File: src/hw/dysta_pkg.sv
// Scheduler localparams, opcode and state enums, request field positions, table address function
package dysta_pkg;

  //////////////////////////////////////////////////////////////////////
  // Sizes
  //////////////////////////////////////////////////////////////////////
  localparam int task_id_bits       = 4;
  localparam int num_tasks          = 16;
  localparam int score_bits         = 32;   // Scores, deadlines, times, latencies
  localparam int model_bits         = 5;
  localparam int pattern_bits       = 2;
  localparam int num_sparse_pattern = 4;
  localparam int max_layer          = 16;   // Layers per model
  localparam int layer_bits         = 4;
  localparam int lut_addr_bits      = 11;
  localparam int lut_depth          = 2048;

  // Field positions in request_data
  localparam int model_lsb   = 0;   // Bits 4..0
  localparam int pattern_lsb = 5;   // Bits 6..5
  localparam int task_id_lsb = 7;   // Bits 10..7

  //////////////////////////////////////////////////////////////////////
  // Encodings
  //////////////////////////////////////////////////////////////////////
  typedef enum logic [3:0] {
    req_none          = 4'b0000,
    req_lut_base      = 4'b0001,  // Point latency writes at layer 0 of model/pattern
    req_lut_latency   = 4'b0010,  // Write latency, bump pointer
    req_task_model    = 4'b1000,
    req_task_deadline = 4'b1001,
    req_task_score    = 4'b1010
  } req_op_e;

  typedef enum logic [1:0] {
    st_idle,
    st_select,
    st_exe,
    st_scoring
  } sched_state_e;

  // Latency table row for one model, pattern and layer
  function automatic logic [lut_addr_bits-1:0] lut_addr(
    input logic [model_bits-1:0]   model,
    input logic [pattern_bits-1:0] pattern,
    input logic [layer_bits-1:0]   layer
  );
    lut_addr = lut_addr_bits'((model * num_sparse_pattern + pattern) * max_layer + layer);
  endfunction

endpackage

File: src/hw/request_decoder.sv
// Host opcode decoder driving task table writes and latency table writes
`timescale 1ns/1ps

module request_decoder import dysta_pkg::*; (
  input  logic                     clk,
  input  logic                     reset,
  input  req_op_e                  request_control,
  input  logic [31:0]              request_data,
  input  logic                     accept,
  output req_op_e                  tbl_wr_op,
  output logic [task_id_bits-1:0]  tbl_wr_id,
  output logic [31:0]              tbl_wr_data,
  output logic                     lut_wr_en,
  output logic [lut_addr_bits-1:0] lut_wr_addr,
  output logic [score_bits-1:0]    lut_wr_data
);

  logic [task_id_bits-1:0]  cur_id;    // Task being registered
  logic [lut_addr_bits-1:0] lut_ptr;   // Next latency entry
  logic [task_id_bits-1:0]  req_id;
  logic [model_bits-1:0]    req_model;
  logic [pattern_bits-1:0]  req_pattern;

  assign req_id      = request_data[task_id_lsb +: task_id_bits];
  assign req_model   = request_data[model_lsb +: model_bits];
  assign req_pattern = request_data[pattern_lsb +: pattern_bits];

  always_ff @(posedge clk or posedge reset) begin
    if (reset) begin
      tbl_wr_op <= req_none;
      lut_wr_en <= 1'b0;
      cur_id    <= '0;
      lut_ptr   <= '0;
    end else begin
      tbl_wr_op <= req_none;
      lut_wr_en <= 1'b0;
      if (accept) begin
        case (request_control)
          req_lut_base: lut_ptr <= lut_addr(req_model, req_pattern, '0);
          req_lut_latency: begin
            lut_wr_en <= 1'b1;
            lut_ptr   <= lut_ptr + 1'b1;  // Next layer
          end
          req_task_model: begin
            cur_id    <= req_id;
            tbl_wr_op <= req_task_model;
          end
          req_task_deadline, req_task_score: tbl_wr_op <= request_control;
          default: ;  // Unknown opcodes are dropped
        endcase
      end
    end
  end

  // Write payload, qualified by tbl_wr_op and lut_wr_en
  always_ff @(posedge clk) begin
    tbl_wr_id   <= (request_control == req_task_model) ? req_id : cur_id;
    tbl_wr_data <= request_data;
    lut_wr_addr <= lut_ptr;
    lut_wr_data <= request_data;
  end

endmodule

File: config.mk
export PLATFORM = sky130hd
export DESIGN_NAME = request_decoder
export DESIGN_NICKNAME = d
export VERILOG_FILES = /design/src/hw/dysta_pkg.sv /design/src/hw/request_decoder.sv
export SDC_FILE = /design/constraint.sdc
export NUM_CORES = 1
export LEC_CHECK = 0
export BUFFER_PORTS_ARGS = -buffer_cell sky130_fd_sc_hd__buf_2
export CAP_MARGIN = 20
export CORE_MARGIN = 2
export CORE_UTILIZATION = 40
export DETAILED_ROUTE_END_ITERATION = 10
export PLACE_DENSITY = 0.85
export SETUP_SLACK_MARGIN = 0.5
export SKIP_LAST_GASP = 1
export SLEW_MARGIN = 10
export SYNTH_ARGS = -nofsm -noshare
export SYNTH_HDL_FRONTEND = slang
export SYNTH_SLANG_ARGS = --single-unit
File: constraint.sdc
create_clock -name clk -period 2 [get_ports clk]
set_clock_uncertainty 0.05 [all_clocks]
set_input_delay 0 -clock clk [delete_from_list [all_inputs] [get_ports clk]]
set_output_delay 0 -clock clk [all_outputs]
set_load 0.01 [all_outputs]
* Word level (Yosys, flattened, before mapping)
Index checks and enable logic that the tools add are counted.
W data, S select, Z words.
** Storage, ports and cells
- Register bits :: 67
- Input port bits :: 39
- Output and inout port bits :: 84
** Operators by class
- Add/sub/neg operators :: 2
- Equality and inequality tests :: 5
- Muxes and demuxes :: 6
- Reduce and logical (&&, ||, !) cells :: 3
** Operator list (count)
- $pmux W11 S2 :: 1
- $eq A4 B4 Y1 const B :: 3
- $add A11 B1 Y11 const B :: 1
- $mux W4 :: 2
- $pmux W4 S2 :: 1
- $add A7 B2 Y7 :: 1
- $eq A4 B1 Y1 const B :: 1
- $eq A4 B2 Y1 const B :: 1
- $mux W1 :: 2
- $reduce_and A2 Y1 :: 1
- $reduce_bool A2 Y1 :: 1
- $reduce_or A2 Y1 :: 1

* Depth between registers and ports, before layout
Gate-level depths: netlist of run 1.
- Depth in word-level cells :: 4
- Gate-level depth with buffers :: 5
- Gate-level depth less buffers :: 5

* Least setup slack after synthesis of run 1
Ideal clock, no wire load.
- Kind :: register to register
- Start :: register lut_ptr[2]
- End :: register lut_ptr[10]
- Setup time :: 79 ps
- Data arrival time :: 1188 ps
- Data required time :: 1871 ps
- Setup slack :: 683 ps
- Stages on the path, launching flop included :: 6
- Period minus slack after synthesis :: 1317 ps
- Cell sequence :: dfrtp_1 -> and4_1 -> clkbuf_1 -> nand4_1 -> a21oi_1 -> a2bb2oi_1
** On the way
- Word-level cells in the longest chain between the ends :: 2
** RTL lines
- start, declared :: RTL line request_decoder.sv:19 : logic [lut_addr_bits-1:0] lut_ptr;
- start signal, assigned :: RTL line request_decoder.sv:39 : req_lut_base: lut_ptr <= lut_addr(req_model, req_pattern, '0);
- start signal, assigned :: RTL line request_decoder.sv:42 : lut_ptr <= lut_ptr + 1'b1;
- $add A11 B1 Y11 :: RTL line request_decoder.sv:42
- $pmux W11 S2 :: RTL line request_decoder.sv:38 : case (request_control)
No other way between the ends.
A chain may end at the register's enable or synchronous reset.

* Final worst setup path of run 1
- Start :: input request_control[1]
- End :: register cur_id[0]
** On the way
- Word-level cells in the longest chain between the ends :: 2
** RTL lines
- start, declared :: RTL line request_decoder.sv:7 : input req_op_e request_control,
- $eq A4 B4 Y1 :: RTL line request_decoder.sv:38
- $mux W4
- end signal, assigned :: RTL line request_decoder.sv:45 : cur_id <= req_id;
- end, declared :: RTL line request_decoder.sv:18 : logic [task_id_bits-1:0] cur_id;
No other way between the ends.

==> impl_metrics.ini, run 1 <==
[setup_path]
critPathMaxStageDelay_ns = 0.53
cp-end-kind = flop
r2r-start = lut_ptr[2]$_DFFE_PP0P_
ff2ff_setup_slack_ns = 0.64
startpoint = request_control[1]
critPathLaunchType = input port
cp_cell_sequence = dlygate4sd3_1 -> buf_2 -> nor4b_4 -> nand2_2 -> mux2_2
rr_endpoint = lut_ptr[9]$_DFFE_PP0P_
cp_max_fo = 6
slowest_stage = dlygate4sd3_1
required_ns = 2.16
cp-endpoint = cur_id[0]$_DFFE_PP0P_
rr_worst_depth = 4
worstPathArrival_ns = 1.56
worstSetupPathType = input port to flop

[sta]
setup-tns-final_ns = 0
setup_viol = 0
worstMarginPinSlew_ns = 0.802
rsz0062_at_grt = false
hold_violations = 0
period_share = 0.699
slew_headroom = 0.465
fmax_mhz = 716
period_minus_slack_ns = 1.40
maxSlewViolCount = 0
setup_ws_ns = 0.603

[floorplanning]
dieWidth_um = 79.3
initial_core_util = 0.414
ioPinCount = 123
die_h_um = 79.3
placementRows = 27
die_area_mm2 = 0.00628
core-area_mm2 = 0.00547

[flow_run]
drv_cap = 0

[cells_and_area]
final_common_cell = buf_2
syn_to_final_growth_pct = 46.7
final_cells = 396
drive_gt1_frac = 0.500
n_antenna_cell = 0
mostFrequentLayoutCells = 122 x buf_2, 47 x dfxtp_1, 39 x dlygate4sd3_1
fill_cells = 458
finalNetCount = 359

[grt]
overflow = 0
grt_use_total = 0.168
grt_first_pass_wirelength_um = 8050
first_global_vias = 1731
antenna_found_initial = 0
grt_max_degree = 25

[worst_hold_path]
min_path_type = input port to flop
hp-start = request_control[2]

[clock_tree]
clk_latency_ns = 0.32
clk_transition_reported_paths_ns = 0.07
cts_max_level = 3
clk_path_buf_depth = 2
cts_setup_buffers = 0
cts_sinks = 67
cts_root_buf = clkbuf_8
cts_tree = yes
cts_made_buffers = 9

[place]
dp_cells = 341
dpl_worst_slack_ns = 0.570
routabilityCongestion = 0.809
port_buffers = 122
dp.final_hpwl_um = 3360

[detailed_routing]
first_pass_iters = 4
drt_iter0_markers = 30
totalWireLength_um = 5290
drc = 0
viasPerCell = 4.53
drt.antenna.violating_nets = 0
vias = 1795
wl_per_cell_um = 13.4

[outcome]
status = finished clean

[synthesis]
synth-seq-cells = 67
synthFlopType = dfxtp_1
synthArstFlopShare = 0.299
synth_edf_count = 0
seq_area_frac_synth = 0.636
synth_cell_types = 33
synth_fp_nets = 221
synth_cells = 181
yosysWarnings = 0
syn_avg_cell_area_um2 = 12.5
netlist_area_mm2 = 0.00227

[power]
ir_drop_uv = 464
leakagePower_nw = 1.61
powerDensity_mw_per_mm2 = 961
## synth_stat cells (all sizes together) (2+ instances only)
master	n	share of area
nand2	11	0.019
inv	3	0.0050
nand4	5	0.014
and3	3	0.0083
mux2	8	0.040
dfxtp	47	0.42
nand3	7	0.018
nand2b	2	0.0055
buf	35	0.12
a2bb2oi	5	0.022
dfrtp	20	0.22
o22ai	5	0.014
nor4b	2	0.021
a21oi	11	0.031
nor3b	2	0.0066
o21ai	6	0.015
## area by class of cell
cell class	instances	area [um2]	area share
Timing Repair Buffer	163	1020	0.307
Multi-Input combinational cell	75	552	0.166
Tap cell	72	90.1	0.0271
Sequential cell	67	1440	0.434
Clock buffer	10	128	0.0384
Clock inverter	6	80.1	0.0241
Inverter	3	11.3	0.00339
## worst min path at each step
stage	end	cells after the start
after CTS	tbl_wr_op[3]$_DFF_PP0_	3
final	tbl_wr_op[3]$_DFF_PP0_	3
after detailed placement	lut_wr_data[13]$_DFF_P_	1
after floorplan	cur_id[0]$_DFFE_PP0P_	1
after global placement	lut_wr_data[23]$_DFF_P_	1
after global routing	tbl_wr_op[3]$_DFF_PP0_	3
## logic make-up (layout without fill, tap and decap cells)
family | count (synthesis) | after routing | synth area share
compound gates | 27 | 27 | 0.0817
xor+xnor | 1 | 1 | 0.00387
fa+ha+maj | 1 | 1 | 0.00552
buf+inv | 39 | 182 | 0.123
flops | 67 | 67 | 0.636
mux | 9 | 9 | 0.0442
other cells | 1 | 1 | 0.00165
simple gates | 36 | 36 | 0.104
## through the flow
step                cell area (um2)  power (W)  hold WS (ns)   util
finish                         3320    0.00319        0.0469  0.607
detailed placement             2710    0.00200        0.0536  0.496
floorplan                      2270    0.00184       -0.0862      -
global placement               2710    0.00199        0.0526  0.496
CTS                            3310    0.00322        0.0280  0.605
global route                   3320    0.00334        0.0600  0.607
## repair_timing
item,in CTS,in global routing
gates resized for setup,0,7
hold buffers,39,0
setup endpoints to repair,0,13
endpoints found under the hold margin,69,0
## per-layer routing
layer / part of all wire / track usage / vias to the layer above / wire [um]
li1: - / - / 868 / -
met1: 0.38 / 0.176 / 830 / 2000
met2: 0.51 / 0.305 / 90 / 2710
met3: 0.094 / 0.0511 / 7 / 499
met4: 0.015 / 0.0759 / 0 / 78
met5: 0 / 0 / - / 0
## worst max-delay path: cells and delay by family
kind	cells	cell delay, ns
mux	1	0.30
buf+inv	2	0.70
simple gates	2	0.56
## registers in the layout, summed over array words and instances (netlist names)
register     count
cur_id           4
lut_wr_addr     11
tbl_wr_op        4
tbl_wr_id        4
lut_wr_data     32
lut_ptr         11
lut_wr_en        1
## power breakdown
| part | internal, W | leakage (nW) | switching [W] |
|---|---|---|---|
| logic | 0.000241 | 0.859 | 0.000205 |
| registers | 0.00150 | 0.642 | 0.0000850 |
| clock network | 0.000693 | 0.110 | 0.000468 |
| total | 0.00243 | 1.61 | 0.000758 |
Power figures use the tool's default switching activity.
==> inputs of run 2 (changes only) <==
- CORE_UTILIZATION: 40 -> 39
- PLACE_DENSITY: 0.85 -> 0.86
- clock period: 2 -> 1.22 ns (I/O delays scaled with it)
==> run 2 against run 1 <==
Compared with the run above:
- the run now ends with negative hold slack, negative setup slack left
- clock power is 72% higher
- combinational power is 140% higher
- cell count is 2.0% higher
- critical endpoint is now lut_ptr[9]$_DFFE_PP0P_
- largest cell class is now buffers
- highest routed layer unchanged
==> impl_metrics.ini, run 2 (synthesized netlist as in run 1, its figures left out) <==
[outcome]
status = finished with violations
violations = negative hold slack, negative setup slack

[detailed_routing]
drt.antenna.violating_nets = 0
vias = 1902
drt_iter0_markers = 85
drc = 0
wl_per_cell_um = 16.0
first_pass_iters = 4
totalWireLength_um = 6460
viasPerCell = 4.71

[setup_path]
critPathLaunchType = flop
worstSetupPathType = flop to flop
ff2ff_setup_slack_ns = -0.03
rr_worst_depth = 4
cp-endpoint = lut_ptr[9]$_DFFE_PP0P_
r2r-start = lut_ptr[2]$_DFFE_PP0P_
worstPathArrival_ns = 1.45
startpoint = lut_ptr[2]$_DFFE_PP0P_
rr_endpoint = lut_ptr[9]$_DFFE_PP0P_
cp_max_fo = 6
cp-end-kind = flop
required_ns = 1.43

[power]
share_seq_of_total_power = 0.461
switching_share = 0.243
power_w = 0.00571
power_frac_clock = 0.348
internal-power_w = 0.00433
leakagePower_nw = 1.87
comb_power_share = 0.191
ir_drop_uv = 840
powerDensity_mw_per_mm2 = 1410
p_sw_w = 0.00139

[floorplanning]
placementRows = 27
die_area_mm2 = 0.00644
die_h_um = 80.2
core-area_mm2 = 0.00557
ioPinCount = 123
initial_core_util = 0.407
dieWidth_um = 80.2

[sta]
period_minus_slack_ns = 1.25
setup_viol = 3
setup-tns-final_ns = -0.0543
maxSlewViolCount = 0
fmax_mhz = 801
period_share = 1.02
whs_ns = -0.0124
hold_violations = 3
setup_ws_ns = -0.0277
rsz0062_at_grt = true

[clock_tree]
cts_root_buf = clkbuf_8
cts_max_level = 3
clk_path_buf_depth = 2
cts_sinks = 67
clk_latency_ns = 0.33
cts_made_buffers = 9
clk_transition_reported_paths_ns = 0.07
cts_tree = yes

[grt]
overflow = 0
top_usage_layer = met2
antenna_found_initial = 0
gr-usage-met2 = 0.335
first_global_vias = 1983
grt_first_pass_wirelength_um = 9430
grt_use_total = 0.194
gr-usage-met3 = 0.0663
grt_max_degree = 25
use_met1 = 0.206

[cells_and_area]
final_common_cell = buf_6
finalNetCount = 367
drive_gt1_frac = 0.687
reg_top3 = lut_wr_data (32), lut_ptr (11), lut_wr_addr (11)
syn_to_final_growth_pct = 78.4
largest_reg_flops = 32
n_antenna_cell = 0
largest_register = lut_wr_data
mostFrequentLayoutCells = 74 x buf_6, 51 x buf_2, 37 x dfxtp_2

[place]
port_buffers = 122
routabilityCongestion = 0.795
dp.final_hpwl_um = 3540
dpl_worst_slack_ns = -0.114

[worst_hold_path]
min_path_type = input port to flop

[flow_run]
drv_cap = 0
## run 2: stage by stage
stage	hold slack, ns	std cells	cell area [um2]	util
final	-0.0124	404	4040	0.725
after CTS	-0.0421	404	3900	0.699
after global placement	-0.00822	350	2850	0.512
after detailed placement	-0.00176	350	2850	0.512
after global routing	-0.00705	404	4040	0.725
after floorplan	-0.0863	181	2330	-
## run 2: critical path: stages, from the launching register on
cell       delay, ns
dfrtp_1         0.38
and4_4          0.27
nand4_1         0.15
a21oi_2         0.19
a2bb2oi_2       0.14
## run 2: repair_timing
item / 4_1_cts / 5_1_grt
pin swaps: 9 / 10
gates resized for setup: 101 / 35
setup endpoints to repair: 105 / 109
endpoints found under the hold margin: 70 / 5
buffers inserted: 3 / 0
hold buffers: 35 / 1
## run 2: worst min-delay path by stage
stage | startpoint | to | slack (ns) | cells past startpoint
2_1_floorplan | reset | cur_id[0]$_DFFE_PP0P_ | -0.09 | 1
3_3_place_gp | reset | tbl_wr_op[2]$_DFF_PP0_ | -0.008 | 3
3_5_place_dp | reset | tbl_wr_op[2]$_DFF_PP0_ | -0.002 | 3
4_1_cts | accept | tbl_wr_op[3]$_DFF_PP0_ | -0.04 | 3
5_1_grt | accept | tbl_wr_op[0]$_DFF_PP0_ | -0.007 | 3
6_report | accept | tbl_wr_op[0]$_DFF_PP0_ | -0.01 | 3
## run 2: metal layers
metal | share of wire | routed length, um
met1 | 0.37 | 2380
met2 | 0.52 | 3380
met3 | 0.087 | 562
met4 | 0.022 | 143
met5 | 0 | 0
## run 2: final cells by class
class | count | area, um2
clock buffer | 13 | 180
clock inverter | 3 | 42.5
fill | 369 | 1530
tap | 72 | 90.1
sequential | 67 | 1490
inverter | 3 | 11.3
multi-input combinational | 75 | 677
timing repair buffer | 171 | 1550
## run 2: power groups by stage
stage	clock network, W	registers, W	logic, W
3_5_place_dp	0	0.00261	0.000758
6_report	0.00199	0.00264	0.00109
5_1_grt	0.00213	0.00266	0.00116
2_1_floorplan	0	0.00271	0.000327
3_3_place_gp	0	0.00260	0.000742
4_1_cts	0.00202	0.00260	0.000995
==> inputs of run 3 (changes only) <==
--- a/constraint.sdc
+++ b/constraint.sdc
@@ -4,2 +4,2 @@
 set_output_delay 0 -clock clk [all_outputs]
-set_load 0.01 [all_outputs]
+set_load 0.02 [all_outputs]
==> run 3 against run 2 <==
Compared with the run above:
- the flow still finishes with violations (negative hold slack, negative setup slack)
- final area up 3.6%
- combinational power is 24% higher
- fmax is 0.47% lower
- worst setup slack got worse by 0.0060 ns
- non-clock buffer count is 2 higher
- hold slack improved by 0.00078 ns
- register-to-register slack barely moved
- clock power hardly changed
- sequential power barely moved
- routed wire length fell by 0.25%
- critical endpoint unchanged
==> impl_metrics.ini, run 3 (synthesized netlist as in run 1, its figures left out) <==
[cells_and_area]
fill_cells = 344
n_antenna_cell = 0
final_common_cell = buf_6
multi_input_area_um2 = 697
drive_gt1_frac = 0.728
mostFrequentLayoutCells = 90 x buf_6, 47 x dfxtp_2, 36 x buf_2
syn_to_final_growth_pct = 84.8
largest_reg_flops = 32
final_core_util = 0.751
final_cells = 406
finalNetCount = 369
seq_area_mm2 = 0.00150
largest_register = lut_wr_data
reg_top3 = lut_wr_data (32), lut_ptr (11), lut_wr_addr (11)

[outcome]
status = finished with violations
violations = negative hold slack, negative setup slack

[setup_path]
crit_family = simple AND/OR/NAND/NOR gates
critPathMaxStageDelay_ns = 0.36
cp_max_fo = 6
critPathBufInv = 0
worstSetupPathType = flop to flop
slowest_stage = dfrtp_1
required_ns = 1.38
cp_cell_sequence = and4_4 -> nand4_1 -> o22ai_1 -> a2bb2oi_2
critical_path_depth = 4
critPathLaunchType = flop
worstPathArrival_ns = 1.42
cp-end-kind = flop
rr_worst_depth = 4

[detailed_routing]
first_pass_iters = 4
drt.antenna.violating_nets = 0
viasPerCell = 4.65
totalWireLength_um = 6450
drt_iter0_markers = 71
vias = 1886
drc = 0
wl_per_cell_um = 15.9

[sta]
period_minus_slack_ns = 1.25
setup_ws_ns = -0.0336
fmax_mhz = 798
period_share = 1.03
maxSlewViolCount = 0
rsz0062_at_grt = true
setup_viol = 2
hold_violations = 3
whs_ns = -0.0117
setup-tns-final_ns = -0.0374

[grt]
first_global_vias = 1957
antenna_found_initial = 0
overflow = 0
grt_max_degree = 25
grt_first_pass_wirelength_um = 9630
grt_use_total = 0.198

[clock_tree]
cts_max_level = 3
clk_latency_ns = 0.32
clk_transition_reported_paths_ns = 0.07
cts_root_buf = clkbuf_8
holdBufCountCts = 35
cts_made_buffers = 9
clk_path_buf_depth = 2
cts_sinks = 67
cts_tree = yes

[place]
routabilityCongestion = 0.795
port_buffers = 122
dp.final_hpwl_um = 3540
dp_cells = 350

[flow_run]
drv_cap = 0

[worst_hold_path]
min_path_cells = 3
min_path_type = input port to flop

[power]
power_w = 0.00601
ir_drop_uv = 959
powerDensity_mw_per_mm2 = 1440
leakagePower_nw = 1.92

[floorplanning]
ioPinCount = 123
core-area_mm2 = 0.00557
placementRows = 27
dieWidth_um = 80.2
die_h_um = 80.2
initial_core_util = 0.407
die_area_mm2 = 0.00644
## run 3: what timing repair did
action | CTS | global route
gates resized for setup | 227 | 25
pin swaps | 9 | 10
endpoints found under the hold margin | 70 | 2
endpoints found under the setup margin | 105 | 108
setup buffers | 3 | 2
## run 3: area by class of cell
class	instances	area share
Multi-Input combinational cell	75	0.166
Clock buffer	13	0.0430
Inverter	3	0.00269
Clock inverter	3	0.0102
Tap cell	72	0.0215
Timing Repair Buffer	173	0.397
Sequential cell	67	0.359
## run 3: final timing paths
check,start,slack [ns],endpoint
min in group asynchronous,reset,0.22,lut_ptr[9]$_DFFE_PP0P_
max in group asynchronous,reset,0.67,lut_ptr[0]$_DFFE_PP0P_
setup / recovery,lut_ptr[2]$_DFFE_PP0P_,-0.03,lut_ptr[9]$_DFFE_PP0P_
hold / removal,accept,-0.01,tbl_wr_op[0]$_DFF_PP0_
setup reg to reg,lut_ptr[2]$_DFFE_PP0P_,-0.03,lut_ptr[9]$_DFFE_PP0P_
hold reg to reg,lut_ptr[8]$_DFFE_PP0P_,0.36,lut_wr_addr[8]$_DFF_P_
## run 3: stage by stage
stage               cell area (um2)  worst slack, ns
CTS                            4080         -0.00123
global route                   4190           -0.111
global placement               2850          -0.0415
finish                         4190          -0.0336
detailed placement             2850           -0.114
floorplan                      2330         -0.00208
## run 3: routing by layer
layer,GRT usage,up-vias,share of wire
met5,0,-,0
met4,0.0949,0,0.020
met3,0.0562,11,0.074
met2,0.352,82,0.52
met1,0.216,904,0.38
li1,-,889,-
## run 3: worst min-delay path: stages
cell and delay, ns:
buf_2 0.13, nand3b_1 0.14, nor3b_2 0.06
## run 3: power by group
group | leakage [nW] | internal [W] | switching, W
sequential | 0.643 | 0.00249 | 0.000172
combinational | 1.17 | 0.000761 | 0.000591
clock | 0.111 | 0.00118 | 0.000813
total | 1.92 | 0.00443 | 0.00158
